## config.mk

```make
export PLATFORM = sky130hd
export DESIGN_NAME = aimbot_top
export DESIGN_NICKNAME = d
export VERILOG_FILES = /design/src/hw/aimbot_pkg.sv /design/src/hw/mem_bus_if.sv /design/src/hw/sync_fifo.sv /design/src/hw/cam_capture.sv /design/src/hw/mem_arbiter.sv /design/src/hw/frame_mem.sv /design/src/hw/video_timing.sv /design/src/hw/display_reader.sv /design/src/hw/aimbot_top.sv
export SDC_FILE = /design/constraint.sdc
export NUM_CORES = 2
export LEC_CHECK = 0
export BUFFER_PORTS_ARGS = -buffer_cell sky130_fd_sc_hd__buf_2
export CORE_ASPECT_RATIO = 0.6
export CORE_MARGIN = 2
export CORE_UTILIZATION = 40
export CTS_BUF_LIST = sky130_fd_sc_hd__clkbuf_2
export CTS_CLUSTER_SIZE = 20
export DETAILED_ROUTE_END_ITERATION = 7
export GPL_ROUTABILITY_DRIVEN = 0
export PLACE_DENSITY = 0.66
export SLEW_MARGIN = 20
export SYNTH_ARGS = -nofsm -noshare
export SYNTH_HDL_FRONTEND = slang
export SYNTH_SLANG_ARGS = --single-unit
```

## constraint.sdc

```tcl
create_clock -name clk -period 5.9 [get_ports clk]
set_input_delay 1.18 -clock clk [delete_from_list [all_inputs] [get_ports clk]]
set_output_delay 1.18 -clock clk [all_outputs]
set_load 0.01 [all_outputs]
```

## src/hw/aimbot_pkg.sv

```systemverilog
`default_nettype none

package aimbot_pkg;

    // Size of one camera frame
    localparam int FRAME_W = 8;
    localparam int FRAME_H = 8;

    // Both camera pictures sit side by side on the display
    localparam int DISP_W = 2 * FRAME_W;

    localparam int ADDR_W = 8;

    // Region base of each camera in the frame memory
    localparam int CAM1_BASE = 0;
    localparam int CAM2_BASE = 64;

    typedef logic [ADDR_W-1:0] mem_addr_t;

    typedef struct packed {
        logic [4:0] r;
        logic [5:0] g;
        logic [4:0] b;
    } pixel565_t;

    typedef struct packed {
        logic [7:0] r;
        logic [7:0] g;
        logic [7:0] b;
    } rgb888_t;

    // Capture FIFO entry
    typedef struct packed {
        mem_addr_t addr;
        pixel565_t pix;
    } cam_write_t;

endpackage : aimbot_pkg

`default_nettype wire

```

## src/hw/mem_bus_if.sv

```systemverilog
`default_nettype none

interface mem_bus_if;

    logic                  psel;
    logic                  penable;
    logic                  pwrite;
    aimbot_pkg::mem_addr_t paddr;
    aimbot_pkg::pixel565_t pwdata;
    aimbot_pkg::pixel565_t prdata;  // Valid in the completing cycle of a read
    logic                  pready;

    modport requester (
        output psel, penable, pwrite, paddr, pwdata,
        input  prdata, pready
    );

    modport completer (
        input  psel, penable, pwrite, paddr, pwdata,
        output prdata, pready
    );

endinterface : mem_bus_if

`default_nettype wire

```

## src/hw/sync_fifo.sv

```systemverilog
`default_nettype none

module sync_fifo #(
    parameter type entry_t = logic [15:0],
    parameter int  DEPTH   = 4
) (
    input  logic   clk,
    input  logic   reset,
    input  logic   push,
    input  entry_t push_data,
    input  logic   pop,
    output entry_t pop_data,
    output logic   full,
    output logic   empty
);

    localparam int PW = (DEPTH > 1) ? $clog2(DEPTH) : 1;

    entry_t        buffer [DEPTH];
    logic [PW-1:0] wr_ptr;
    logic [PW-1:0] rd_ptr;
    logic [PW:0]   count;
    logic          do_push;
    logic          do_pop;

    assign do_push  = push && !full;  // Push when full is lost
    assign do_pop   = pop && !empty;
    assign full     = count == (PW+1)'(DEPTH);
    assign empty    = count == '0;
    assign pop_data = buffer[rd_ptr];  // Head shows without a pop

    always_ff @(posedge clk) begin
        if (reset) begin
            wr_ptr <= '0;
            rd_ptr <= '0;
            count  <= '0;
        end else begin
            if (do_push)
                wr_ptr <= (wr_ptr == PW'(DEPTH - 1)) ? '0 : wr_ptr + 1'b1;
            if (do_pop)
                rd_ptr <= (rd_ptr == PW'(DEPTH - 1)) ? '0 : rd_ptr + 1'b1;
            if (do_push && !do_pop)
                count <= count + 1'b1;
            else if (do_pop && !do_push)
                count <= count - 1'b1;
        end
    end

    always_ff @(posedge clk) begin
        if (do_push)
            buffer[wr_ptr] <= push_data;
    end

endmodule : sync_fifo

`default_nettype wire

```

## src/hw/cam_capture.sv

```systemverilog
`default_nettype none

module cam_capture #(
    parameter aimbot_pkg::mem_addr_t BASE_ADDR = '0
) (
    input  logic                clk,
    input  logic                reset,
    input  logic                vsync,
    input  logic                href,
    input  logic [7:0]          data,
    mem_bus_if.requester        mem,
    output logic                overflow
);

    localparam int N_PIX      = aimbot_pkg::FRAME_W * aimbot_pkg::FRAME_H;
    localparam int CW         = $clog2(N_PIX);
    localparam int FIFO_DEPTH = 4;

    logic                   phase;  // High after the first byte of a pair
    logic [7:0]             hi_byte;
    logic [CW-1:0]          pix_cnt;
    logic                   push;
    logic                   pop;
    logic                   full;
    logic                   empty;
    aimbot_pkg::cam_write_t push_data;
    aimbot_pkg::cam_write_t head;
    logic                   sel;
    logic                   enable;

    always_ff @(posedge clk) begin
        if (reset) begin
            phase    <= 1'b0;
            pix_cnt  <= '0;
            push     <= 1'b0;
            overflow <= 1'b0;
        end else begin
            push <= 1'b0;
            if (vsync) begin  // New frame
                phase   <= 1'b0;
                pix_cnt <= '0;
            end else if (href) begin
                phase <= !phase;
                if (phase) begin
                    push    <= 1'b1;
                    pix_cnt <= (pix_cnt == CW'(N_PIX - 1)) ? '0 : pix_cnt + 1'b1;
                end
            end
            if (push && full)
                overflow <= 1'b1;  // Sticky
        end
    end

    // First byte is the high byte
    always_ff @(posedge clk) begin
        if (href && !phase)
            hi_byte <= data;
        if (href && phase) begin
            push_data.addr <= BASE_ADDR + aimbot_pkg::mem_addr_t'(pix_cnt);
            push_data.pix  <= aimbot_pkg::pixel565_t'({hi_byte, data});
        end
    end

    sync_fifo #(
        .entry_t(aimbot_pkg::cam_write_t),
        .DEPTH  (FIFO_DEPTH)
    ) u_fifo (
        .clk      (clk      ),
        .reset    (reset    ),
        .push     (push     ),
        .push_data(push_data),
        .pop      (pop      ),
        .pop_data (head     ),
        .full     (full     ),
        .empty    (empty    )
    );

    // Write handshake, one entry at a time
    always_ff @(posedge clk) begin
        if (reset) begin
            sel    <= 1'b0;
            enable <= 1'b0;
        end else if (!sel) begin
            sel <= !empty;
        end else if (!enable) begin
            enable <= 1'b1;
        end else if (mem.pready) begin
            sel    <= 1'b0;
            enable <= 1'b0;
        end
    end

    assign pop         = sel && enable && mem.pready;
    assign mem.psel    = sel;
    assign mem.penable = enable;
    assign mem.pwrite  = 1'b1;
    assign mem.paddr   = head.addr;
    assign mem.pwdata  = head.pix;

endmodule : cam_capture

`default_nettype wire

```

## src/hw/mem_arbiter.sv

```systemverilog
`default_nettype none

module mem_arbiter #(
    parameter int N_PORTS = 3
) (
    input  logic         clk,
    input  logic         reset,
    mem_bus_if.completer req [N_PORTS],
    mem_bus_if.requester mem
);

    localparam int GW = (N_PORTS > 1) ? $clog2(N_PORTS) : 1;

    typedef enum logic [1:0] {ARB_IDLE, ARB_SETUP, ARB_ACCESS} arb_state_t;

    arb_state_t            state;
    logic [GW-1:0]         grant;  // Also the last winner
    logic [GW-1:0]         pick;
    logic                  found;
    logic [N_PORTS-1:0]    sel_vec;
    logic                  wr_vec    [N_PORTS];
    aimbot_pkg::mem_addr_t addr_vec  [N_PORTS];
    aimbot_pkg::pixel565_t wdata_vec [N_PORTS];
    logic                  wr_q;
    aimbot_pkg::mem_addr_t addr_q;
    aimbot_pkg::pixel565_t wdata_q;

    for (genvar i = 0; i < N_PORTS; i++) begin : g_port
        assign sel_vec[i]     = req[i].psel;
        assign wr_vec[i]      = req[i].pwrite;
        assign addr_vec[i]    = req[i].paddr;
        assign wdata_vec[i]   = req[i].pwdata;
        // Only the winner sees the completion
        assign req[i].pready  = (state == ARB_ACCESS) && mem.pready && (grant == GW'(i));
        assign req[i].prdata  = (grant == GW'(i)) ? mem.prdata : '0;
    end

    // Search starts after the last winner
    always_comb begin
        int idx;
        pick  = grant;
        found = 1'b0;
        for (int k = 1; k <= N_PORTS; k++) begin
            idx = (int'(grant) + k) % N_PORTS;
            if (!found && sel_vec[idx]) begin
                pick  = GW'(idx);
                found = 1'b1;
            end
        end
    end

    always_ff @(posedge clk) begin
        if (reset) begin
            state <= ARB_IDLE;
            grant <= GW'(N_PORTS - 1);  // Port 0 goes first
        end else begin
            case (state)
                ARB_IDLE: begin
                    if (found) begin
                        state <= ARB_SETUP;
                        grant <= pick;
                    end
                end
                ARB_SETUP: state <= ARB_ACCESS;
                default: begin
                    if (mem.pready)
                        state <= ARB_IDLE;
                end
            endcase
        end
    end

    always_ff @(posedge clk) begin
        if (state == ARB_IDLE && found) begin
            wr_q    <= wr_vec[pick];
            addr_q  <= addr_vec[pick];
            wdata_q <= wdata_vec[pick];
        end
    end

    assign mem.psel    = state != ARB_IDLE;
    assign mem.penable = state == ARB_ACCESS;
    assign mem.pwrite  = wr_q;
    assign mem.paddr   = addr_q;
    assign mem.pwdata  = wdata_q;

endmodule : mem_arbiter

`default_nettype wire

```

## src/hw/frame_mem.sv

```systemverilog
`default_nettype none

module frame_mem #(
    parameter int DEPTH = 128
) (
    input  logic         clk,
    mem_bus_if.completer bus
);

    localparam int AW = $clog2(DEPTH);

    aimbot_pkg::pixel565_t words [DEPTH];
    aimbot_pkg::pixel565_t rdata_q;

    initial begin
        for (int i = 0; i < DEPTH; i++)
            words[i] = '0;
    end

    always_ff @(posedge clk) begin
        if (bus.psel && !bus.penable)
            rdata_q <= words[bus.paddr[AW-1:0]];  // Read in setup
        if (bus.psel && bus.penable && bus.pwrite)
            words[bus.paddr[AW-1:0]] <= bus.pwdata;
    end

    assign bus.prdata = rdata_q;
    assign bus.pready = 1'b1;  // No wait states

endmodule : frame_mem

`default_nettype wire

```

## src/hw/video_timing.sv

```systemverilog
`default_nettype none

module video_timing #(
    parameter int H_FP   = 16,
    parameter int H_SYNC = 16,
    parameter int H_BP   = 32,
    parameter int V_FP   = 2,
    parameter int V_SYNC = 2,
    parameter int V_BP   = 4
) (
    input  logic                                   clk,
    input  logic                                   reset,
    output logic                                   hsync,
    output logic                                   vsync,
    output logic                                   de,
    output logic [$clog2(aimbot_pkg::DISP_W)-1:0]  x,
    output logic [$clog2(aimbot_pkg::FRAME_H)-1:0] y
);

    localparam int H_ACT   = aimbot_pkg::DISP_W;
    localparam int V_ACT   = aimbot_pkg::FRAME_H;
    localparam int H_TOTAL = H_ACT + H_FP + H_SYNC + H_BP;
    localparam int V_TOTAL = V_ACT + V_FP + V_SYNC + V_BP;

    logic [$clog2(H_TOTAL)-1:0] h_cnt;
    logic [$clog2(V_TOTAL)-1:0] v_cnt;

    always_ff @(posedge clk) begin
        if (reset) begin
            h_cnt <= '0;
            v_cnt <= '0;
        end else if (h_cnt == H_TOTAL - 1) begin
            h_cnt <= '0;
            v_cnt <= (v_cnt == V_TOTAL - 1) ? '0 : v_cnt + 1'b1;
        end else begin
            h_cnt <= h_cnt + 1'b1;
        end
    end

    // Active, front porch, sync, back porch
    assign de    = (h_cnt < H_ACT) && (v_cnt < V_ACT);
    assign hsync = (h_cnt >= H_ACT + H_FP) && (h_cnt < H_ACT + H_FP + H_SYNC);
    assign vsync = (v_cnt >= V_ACT + V_FP) && (v_cnt < V_ACT + V_FP + V_SYNC);

    assign x = h_cnt[$bits(x)-1:0];  // Meaningful only while de
    assign y = v_cnt[$bits(y)-1:0];

endmodule : video_timing

`default_nettype wire

```

## src/hw/display_reader.sv

```systemverilog
`default_nettype none

module display_reader (
    input  logic                                   clk,
    input  logic                                   reset,
    input  logic                                   de,
    input  logic [$clog2(aimbot_pkg::DISP_W)-1:0]  x,
    input  logic [$clog2(aimbot_pkg::FRAME_H)-1:0] y,
    input  logic [4:0]                             box_x,
    input  logic [4:0]                             box_y,
    input  logic [4:0]                             box_w,
    input  logic [4:0]                             box_h,
    mem_bus_if.requester                           mem,
    output logic [7:0]                             r,
    output logic [7:0]                             g,
    output logic [7:0]                             b,
    output logic                                   underflow
);

    localparam int FRAME_W = aimbot_pkg::FRAME_W;
    localparam int DISP_W  = aimbot_pkg::DISP_W;
    localparam int FRAME_H = aimbot_pkg::FRAME_H;

    logic [$bits(x)-1:0]   fx;  // Fetch position
    logic [$bits(y)-1:0]   fy;
    int                    addr_i;
    logic                  sel;
    logic                  enable;
    logic                  push;
    logic                  pop;
    logic                  full;
    logic                  empty;
    logic                  armed;
    aimbot_pkg::pixel565_t head;
    aimbot_pkg::pixel565_t src;
    aimbot_pkg::rgb888_t   pix_q;
    logic                  box_hit;

    always_comb begin
        if (int'(fx) < FRAME_W)
            addr_i = aimbot_pkg::CAM1_BASE + int'(fy) * FRAME_W + int'(fx);
        else
            addr_i = aimbot_pkg::CAM2_BASE + int'(fy) * FRAME_W + int'(fx) - FRAME_W;
    end

    // Read handshake, paused while the FIFO is full
    always_ff @(posedge clk) begin
        if (reset) begin
            sel    <= 1'b0;
            enable <= 1'b0;
            fx     <= '0;
            fy     <= '0;
        end else if (!sel) begin
            sel <= !full;
        end else if (!enable) begin
            enable <= 1'b1;
        end else if (mem.pready) begin
            sel    <= 1'b0;
            enable <= 1'b0;
            if (fx == $bits(fx)'(DISP_W - 1)) begin
                fx <= '0;
                fy <= (fy == $bits(fy)'(FRAME_H - 1)) ? '0 : fy + 1'b1;
            end else begin
                fx <= fx + 1'b1;
            end
        end
    end

    assign push        = sel && enable && mem.pready;
    assign mem.psel    = sel;
    assign mem.penable = enable;
    assign mem.pwrite  = 1'b0;
    assign mem.paddr   = aimbot_pkg::mem_addr_t'(addr_i);
    assign mem.pwdata  = '0;

    sync_fifo #(
        .entry_t(aimbot_pkg::pixel565_t),
        .DEPTH  (32)
    ) u_fifo (
        .clk      (clk       ),
        .reset    (reset     ),
        .push     (push      ),
        .push_data(mem.prdata),
        .pop      (pop       ),
        .pop_data (head      ),
        .full     (full      ),
        .empty    (empty     )
    );

    // Popping starts with the first full frame after reset
    always_ff @(posedge clk) begin
        if (reset) begin
            armed     <= 1'b0;
            underflow <= 1'b0;
        end else begin
            if (de && x == $bits(x)'(DISP_W - 1) && y == $bits(y)'(FRAME_H - 1))
                armed <= 1'b1;
            if (de && armed && empty)
                underflow <= 1'b1;
        end
    end

    assign pop = de && armed && !empty;
    assign src = (armed && !empty) ? head : '0;

    // Outline of the aiming box
    assign box_hit =
        ((int'(x) >= int'(box_x)) && (int'(x) <= int'(box_x) + int'(box_w) - 1) &&
         ((int'(y) == int'(box_y)) || (int'(y) == int'(box_y) + int'(box_h) - 1))) ||
        ((int'(y) >= int'(box_y)) && (int'(y) <= int'(box_y) + int'(box_h) - 1) &&
         ((int'(x) == int'(box_x)) || (int'(x) == int'(box_x) + int'(box_w) - 1)));

    always_ff @(posedge clk) begin
        if (!de)
            pix_q <= '0;
        else if (box_hit)
            pix_q <= '{r: 8'hff, g: 8'h00, b: 8'h00};
        else
            pix_q <= '{r: {src.r, src.r[4:2]}, g: {src.g, src.g[5:4]}, b: {src.b, src.b[4:2]}};
    end

    assign r = pix_q.r;
    assign g = pix_q.g;
    assign b = pix_q.b;

endmodule : display_reader

`default_nettype wire

```

## src/hw/aimbot_top.sv

```systemverilog
`default_nettype none

module aimbot_top #(
    parameter int H_FP   = 16,
    parameter int H_SYNC = 16,
    parameter int H_BP   = 32,
    parameter int V_FP   = 2,
    parameter int V_SYNC = 2,
    parameter int V_BP   = 4
) (
    input  logic       clk,
    input  logic       reset,

    input  logic       cam1_vsync,
    input  logic       cam1_href,
    input  logic [7:0] cam1_data,
    input  logic       cam2_vsync,
    input  logic       cam2_href,
    input  logic [7:0] cam2_data,

    input  logic [4:0] box_x,
    input  logic [4:0] box_y,
    input  logic [4:0] box_w,
    input  logic [4:0] box_h,

    output logic       hdmi_hsync,
    output logic       hdmi_vsync,
    output logic       hdmi_de,
    output logic [7:0] hdmi_r,
    output logic [7:0] hdmi_g,
    output logic [7:0] hdmi_b,

    output logic       cam1_overflow,
    output logic       cam2_overflow,
    output logic       disp_underflow
);

    logic [$clog2(aimbot_pkg::DISP_W)-1:0]  x;
    logic [$clog2(aimbot_pkg::FRAME_H)-1:0] y;
    logic                                   hsync;
    logic                                   vsync;
    logic                                   de;

    mem_bus_if req_bus [3] ();  // cam1, cam2, display
    mem_bus_if mem_bus ();

    cam_capture #(.BASE_ADDR(aimbot_pkg::mem_addr_t'(aimbot_pkg::CAM1_BASE))) u_cam1 (
        .clk     (clk          ),
        .reset   (reset        ),
        .vsync   (cam1_vsync   ),
        .href    (cam1_href    ),
        .data    (cam1_data    ),
        .mem     (req_bus[0]   ),
        .overflow(cam1_overflow)
    );

    cam_capture #(.BASE_ADDR(aimbot_pkg::mem_addr_t'(aimbot_pkg::CAM2_BASE))) u_cam2 (
        .clk     (clk          ),
        .reset   (reset        ),
        .vsync   (cam2_vsync   ),
        .href    (cam2_href    ),
        .data    (cam2_data    ),
        .mem     (req_bus[1]   ),
        .overflow(cam2_overflow)
    );

    mem_arbiter #(.N_PORTS(3)) u_arbiter (
        .clk  (clk    ),
        .reset(reset  ),
        .req  (req_bus),
        .mem  (mem_bus)
    );

    frame_mem #(.DEPTH(2 * aimbot_pkg::FRAME_W * aimbot_pkg::FRAME_H)) u_frame_mem (
        .clk(clk    ),
        .bus(mem_bus)
    );

    video_timing #(
        .H_FP  (H_FP  ),
        .H_SYNC(H_SYNC),
        .H_BP  (H_BP  ),
        .V_FP  (V_FP  ),
        .V_SYNC(V_SYNC),
        .V_BP  (V_BP  )
    ) u_timing (
        .clk  (clk  ),
        .reset(reset),
        .hsync(hsync),
        .vsync(vsync),
        .de   (de   ),
        .x    (x    ),
        .y    (y    )
    );

    display_reader u_reader (
        .clk      (clk           ),
        .reset    (reset         ),
        .de       (de            ),
        .x        (x             ),
        .y        (y             ),
        .box_x    (box_x         ),
        .box_y    (box_y         ),
        .box_w    (box_w         ),
        .box_h    (box_h         ),
        .mem      (req_bus[2]    ),
        .r        (hdmi_r        ),
        .g        (hdmi_g        ),
        .b        (hdmi_b        ),
        .underflow(disp_underflow)
    );

    // Match the reader's output register
    always_ff @(posedge clk) begin
        if (reset) begin
            hdmi_hsync <= 1'b0;
            hdmi_vsync <= 1'b0;
            hdmi_de    <= 1'b0;
        end else begin
            hdmi_hsync <= hsync;
            hdmi_vsync <= vsync;
            hdmi_de    <= de;
        end
    end

endmodule : aimbot_top

`default_nettype wire

```

Word-level counts from Yosys, hierarchy flattened
Memory sizes are Yosys's and may differ from the RTL's. A register that Yosys moved wholly into a read port is not among the register bits.
Index checks and enable logic that the tools add are counted.
Operators by class
  add/sub/neg operators: 30
  divide/modulo/power cells: 3
  $lt $le $gt $ge: 15
  eq/ne operators: 26
  muxes and demuxes: 72
  bitwise logic cells: 5
  reductions and logical operators: 87
Operator list (number)
  less-than comparator 32 x 4 -> 1 bit, second input constant: 3
  remainder unit 32 x 3 -> 32 bit, second input constant: 3
  2-to-1 mux 16 bit: 4
  subtractor 32 x 2 -> 32 bit, second input constant: 2
  logical AND 1 bit: 46
  binary-select mux 16 bit (select 2 bit): 1
  equality test 4 x 32 -> 1 bit: 1
  equality test 5 x 32 -> 1 bit: 1
  <= comparator 4 x 32 -> 1 bit: 1
  <= comparator 5 x 32 -> 1 bit: 1
  2-to-1 mux 1 bit: 30
  2-to-1 mux 2 bit: 12
  2-to-1 mux 24 bit: 1
  2-to-1 mux 6 bit: 4
  2-to-1 mux 5 bit: 4
  adder 6 x 1 -> 6 bit, second input constant: 3
  equality test 6 bit, second input constant: 3
  logical NOT 1 bit: 17
  adder 7 x 6 -> 8 bit, first input constant: 2
  binary-select mux 8 bit (select 2 bit): 1
  2-to-1 mux 3 bit: 5
  2-to-1 mux 7 bit: 2
  adder 5 x 5 -> 6 bit: 2
  equality test 2 bit, second input constant: 6
  other kinds (44): 83
Storage, ports and cells
  register bits after elaboration: 191
  memory bits (writable): 2744
  output and inout port bits: 30
  word-level logic and storage cells: 296
  memories kept: 4
Memory list
  u_frame_mem.words: words 128, width 16, read ports 1, clocked after memory_dff 1, write ports 1, RTL line frame_mem.sv:12  | aimbot_pkg::pixel565_t words [DEPTH];
  u_reader.u_fifo.buffer: words 32, width 16, read ports 1, clocked after memory_dff 1, write ports 1, RTL line sync_fifo.sv:19  | entry_t buffer [DEPTH];
  u_cam2.u_fifo.buffer: words 4, width 24, read ports 1, clocked after memory_dff 1, write ports 1, RTL line sync_fifo.sv:19
  u_cam1.u_fifo.buffer: words 4, width 22, read ports 1, clocked after memory_dff 1, write ports 1, RTL line sync_fifo.sv:19

Logic depth before layout (Yosys ltp)
  depth in word-level cells: 16
  depth in mapped cells: 17

Modules after synthesis
A second synthesis with hierarchy kept.
Second synthesis, totals
  cell total of the unflattened synthesis: 6835
  area, all modules: 115683.4 um^2
Modules (own cells, without submodules)
  frame_mem: instances 1, cells each 4676, area an instance 79093.4 um^2
  sync_fifo at u_reader.u_fifo: instances 1, cells each 1086, area an instance 20766.2 um^2
  sync_fifo at u_cam1.u_fifo ...: instances 2, cells each 176, area an instance 3952.5 um^2
  cam_capture: instances 2, cells each 86, area an instance 1373.8 um^2
  display_reader: instances 1, cells each 275, area an instance 2361.0 um^2
  mem_arbiter: instances 1, cells each 202, area an instance 2120.8 um^2
  video_timing: instances 1, cells each 66, area an instance 610.6 um^2
  aimbot_top: instances 1, cells each 6, area an instance 78.8 um^2

Worst setup path before layout
No wires, ideal clock.
  kind: input to register
  start point: input port box_y[0]
  end point: register u_reader.pix_q, in the netlist u_reader.g[5]
  library setup time: 0.120 ns
  arrival time: 3.811 ns
  data required time: 5.780 ns
  slack: 1.970 ns
  cell stages on the path: 17
  buffers on the path: 1
  cell sequence: ha_1 inv_1 fa_1 nor2b_1 o22ai_1 mux2i_1 nand3b_1 inv_1 ha_1 nor2b_1 nand2b_1 o31ai_1 a22oi_1 a311o_1 buf_2 nand3_1 nor2_1
On the way
  longest elaborated chain between the ends: 7
RTL lines
  start, declared: RTL line aimbot_top.sv:22  | input logic [4:0] box_y,
  adder 5 x 5 -> 6 bit: RTL line display_reader.sv:109, display_reader.sv:110
  subtractor 32 x 2 -> 32 bit: RTL line display_reader.sv:109, display_reader.sv:110
  <= comparator 4 x 32 -> 1 bit / equality test 4 x 32 -> 1 bit (equally long branches): RTL line display_reader.sv:110, display_reader.sv:109
  logical AND 1 bit / logical OR 1 bit (equally long branches): RTL line display_reader.sv:110, display_reader.sv:109
  logical AND 1 bit, on equally long branches: RTL line display_reader.sv:110, display_reader.sv:108
  logical OR 1 bit *: RTL line display_reader.sv:109  | ((int'(y) == int'(box_y)) || (int'(y) == int'(box_y) + int'(box_h) - 1))) ||
  OR reduction 3 bit (no line) *
  end signal, assigned: RTL line display_reader.sv:117  | pix_q <= '{r: 8'hff, g: 8'h00, b: 8'h00};
  end signal, assigned: RTL line display_reader.sv:119  | pix_q <= '{r: {src.r, src.r[4:2]}, g: {src.g, src.g[5:4]}, b: {src.b, src.b[4:2]}};
  end, declared: RTL line display_reader.sv:36  | aimbot_pkg::rgb888_t pix_q;
Mark *: on every way between the ends. The rest lies on a longest branch, timed or not.
A chain may end at the register's enable or synchronous reset.

==> summary.md <==
| Metric | Value |
|---|---|
| Required time at the worst-slack endpoint | `7.33 ns` |
| Num rows | `149` |
| Number of nets in the synthesized netlist | `5993` |
| Overall track demand over capacity in global routing | `22.2%` |
| Clock Power Share | `23.8%` |
| Async set or reset register ratio after synthesis | `0%` |
| Clock buffers created by TritonCTS | `631` |
| Setup violations, final | `0` |
| Worst path arrival time | `6.36 ns` |
| Total overflow reported by the global router | `0` |
| Synthesized cell area | `110000 um^2` |
| Reported leakage power | `39.2 nW` |
| Area share of and/or/nand/nor cells after synthesis | `3.28%` |
| Core occupancy in the finished layout | `44.6%` |
| HP Start | `cam1_data[7]` |
| CTS tree | `yes` |
| Nets | `6693` |
| Worst relative slew slack | `17.1%` |
| Relative contribution of sequential cells to total power | `48.8%` |
| Largest net degree at the start of global routing | `93` |
| Pre-CTS setup slack | `0.961 ns` |
| Number of unique standard cell types used by synthesis | `75` |
| Final hold viol count | `0` |
| Level count of the clock H-tree | `6` |
| Area of the die | `280000 um^2` |
| Avg WL per Cell | `29.8 um` |
| Critical-path maximum fanout | `29` |
| Run status | `completed` |
| Crit path top cell by count | `buf_4` |
| Maximum resistive drop on vdd | `470 uV` |
| Floorplan core area | `275000 um^2` |
| Post-synthesis share of cell area spent on xor and xnor gates | `0.286%` |
| Total power density per cell area | `437 nW/um^2` |
| RSZ-0062 raised after global routing | `no` |
| Largest stage delay on the critical path | `1.08 ns` |
| Number of top-level pins | `72` |
| Synthesized-area fraction occupied by adder cells | `0.828%` |
| Origin of the critical flop-to-flop path | `u_arbiter.mem.paddr[2]$_DFFE_PP_` |
| F_max | `203 MHz` |
| Yosys reg bits | `2942` |
| Fraction of the yosys area taken by sequential cells | `79.1%` |
| Initial antenna violation count | `20` |
| Die span in x | `682 um` |
| Combinational power share | `27.3%` |
| Residual DRC | `0` |
| Drt initial violations | `10924` |
| Worst-path cell chain | `nor3b_4 > buf_4 > buf_4 > a22o_1 > a221oi_1 > a31oi_1 > or4_1 > nor4_1 > o311a_1 > o211ai_1` |
| Internal Pwr Total | `34.1 mW` |
| Wire length of the first global-routing pass | `450 mm` |
| Yosys Warn Count | `0` |
| DR vias | `64313` |
| Prevailing post-synth register cell | `edfxtp_1` |
| Post-synthesis compound-gate area fraction | `9.36%` |
| Layout cells sized above 1 | `24.6%` |
| Die Y-Extent | `411 um` |
| Max Cap Violations | `0` |
| Number of buffers inserted to repair setup after CTS | `0` |
| Switching power | `19.5 mW` |
| Clock-pin slew of the registers on the worst-case setup and hold paths | `0.11 ns` |
| Category of the most critical setup path | `reg2reg` |
| Area delta synth->final | `11.1%` |
| Number of buffers added to fix hold violations after cts | `23` |
| Final setup slack of the worst path | `0.974 ns` |
| Time the final worst path needs with I/O delays and setup | `4.93 ns` |
| Total negative slack for setup checks | `0 ns` |
| Syn Area/Cell | `18.8 um^2` |
| Clock insertion delay at the later pin of the skew report | `1.75 ns` |
| Most common library cell in the layout ignoring fill and taps | `edfxtp_1` |
| Port-buffer cells | `71` |
| Sum of net half-perimeters after detailed placement | `192 mm` |
| FF-to-FF setup slack | `0.97 ns` |
| Post-DRT Antenna Nets | `0` |
| Dominant combinational cell family by area after synthesis | `compound AO/OA/AOI/OAI gates` |
| Share of Yosys cell area claimed by the top area cell type | `77.2%` |
| Crit path capture type | `register` |
| Detailed-routing iteration count for the pre-antenna-repair pass | `8` |
| Number of cells upsized or downsized after cts | `0` |
| Top post-synthesis cells by area | `edfxtp_1 77%, mux4_2 4.3%, a22oi_1 3.6%` |
| Clock root buffer master | `clkbuf_2` |
| Via-per-instance ratio | `5.99` |
| Count of clock tree sinks | `2942` |
| Mux cell area share after synthesis | `5.33%` |
| Tightest Pin Transition | `1.24 ns` |
| Most frequent cells in the layout | `2836 x edfxtp_1, 933 x clkbuf_2, 534 x a22oi_1, 321 x buf_4, 303 x nor2_1` |
| Worst setup path startpoint | `u_arbiter.mem.paddr[2]$_DFFE_PP_` |
| Nature of the critical path startpoint | `register` |
| Tightest Hold Check Type | `in2reg` |
| Switching power share of the total | `36.3%` |
| Largest area contributor in the synthesized netlist | `edfxtp_1` |
| Crit-path slowest cell | `edfxtp_1` |
| Max-slew violation count | `0` |
| Initial standard-cell utilization of the core | `40.2%` |
| Share of the clock period used by the worst path after layout | `83.5%` |
| Number of standard cells after synthesis | `5881` |
| Number of flops mapped to enable cells by yosys | `2836` |
| Max Root-Sink Buffers | `4` |
| Aggregate routed wire length | `320 mm` |
| Max Clock Skew | `0.263 ns` |
| Number of global-route vias before repair | `61541` |
## per-stage QoR
step                      power [mW]  cell area, um^2  hold WS [ns]  std cells
after floorplan                 33.7           110000         0.400       5881
after global placement          40.1           116000         0.409       9619
after detailed placement        40.4           116000         0.406       9620
after CTS                       52.9           122000         0.132      10710
after global routing            55.1           123000         0.157      10719
final                           53.6           123000         0.301      10731
## cell usage after synthesis, types with 19 or more instances
cell type	count
dfxtp_1	106
and2_1	33
xnor2_1	19
clkbuf_1	138
mux2_2	40
ha_1	65
nand2_1	95
a31oi_1	140
inv_1	45
buf_2	166
nor2_1	308
edfxtp_1	2836
o211ai_1	20
nor4_1	21
nand3_1	66
mux4_2	212
nor3_1	26
a21oi_1	80
mux2i_1	65
a22oi_1	534
nor2b_1	23
a221oi_1	204
buf_1	29
o21ai_0	63
a22o_1	205
buf_4	23
nand4_1	83
## power by group through the flow
stage          combinational (mW)  clock [mW]  sequential [mW]
2_1_floorplan                6.02           0             27.7
3_3_place_gp                 13.4           0             26.6
3_5_place_dp                 13.8           0             26.6
4_1_cts                      13.8        12.9             26.2
5_1_grt                      14.9        14.0             26.2
6_report                     14.7        12.8             26.2
## routing by layer
metal  GRT usage (%)  share of wire [%]
met2            28.7                 40
met5               0              0.094
met4            4.52                1.6
met3            10.8                 17
met1            33.4                 42
## flip-flops by register name (all words and copies together) (netlist names), 16 cells and up, named ones only
name / flops
u_arbiter.mem.pwdata: 16
u_cam1.push_data: 22
u_cam1.u_fifo.buffer: 88
u_cam2.push_data: 22
u_cam2.u_fifo.buffer: 88
u_frame_mem.bus.prdata: 16
u_frame_mem.words: 2048
u_reader.u_fifo.buffer: 512
## cell type report
class | instances | area (um^2)
fillers | 23586 | 152000
flip-flops and latches | 2942 | 87300
multi-input cells | 2520 | 21200
clock buffers | 933 | 4670
well taps | 3699 | 4630
repair buffers | 439 | 3470
clock inverters | 134 | 1030
inverters | 47 | 176
diodes | 17 | 42.5
## path summary, 6_finish.rpt
check,depth (start not counted),to
setup / recovery,10,u_frame_mem.bus.prdata[4]$_DFFE_PP_
hold / removal,2,u_cam1.push_data[7]$_DFFE_PP_
setup reg to reg,10,u_frame_mem.bus.prdata[4]$_DFFE_PP_
hold reg to reg,0,u_cam2.push_data[8]$_DFFE_PP_
## worst max-delay path: cells and delay by family (launching register included)
family / cells / cell delay, ns
AOI/OAI and AO/OA: 5 / 1.26
buffers and inverters: 2 / 0.60
DFF: 1 / 1.08
and+or+nand+nor: 3 / 1.72
## logic make-up after synthesis
| kind of cell | count (synthesis) |
|---|---|
| fa+ha+maj | 70 |
| simple gates | 741 |
| flops | 2942 |
| buf+inv | 419 |
| compound gates | 1356 |
| mux | 317 |
| xor+xnor | 36 |
No activity file was read; power rests on OpenSTA's default activity.
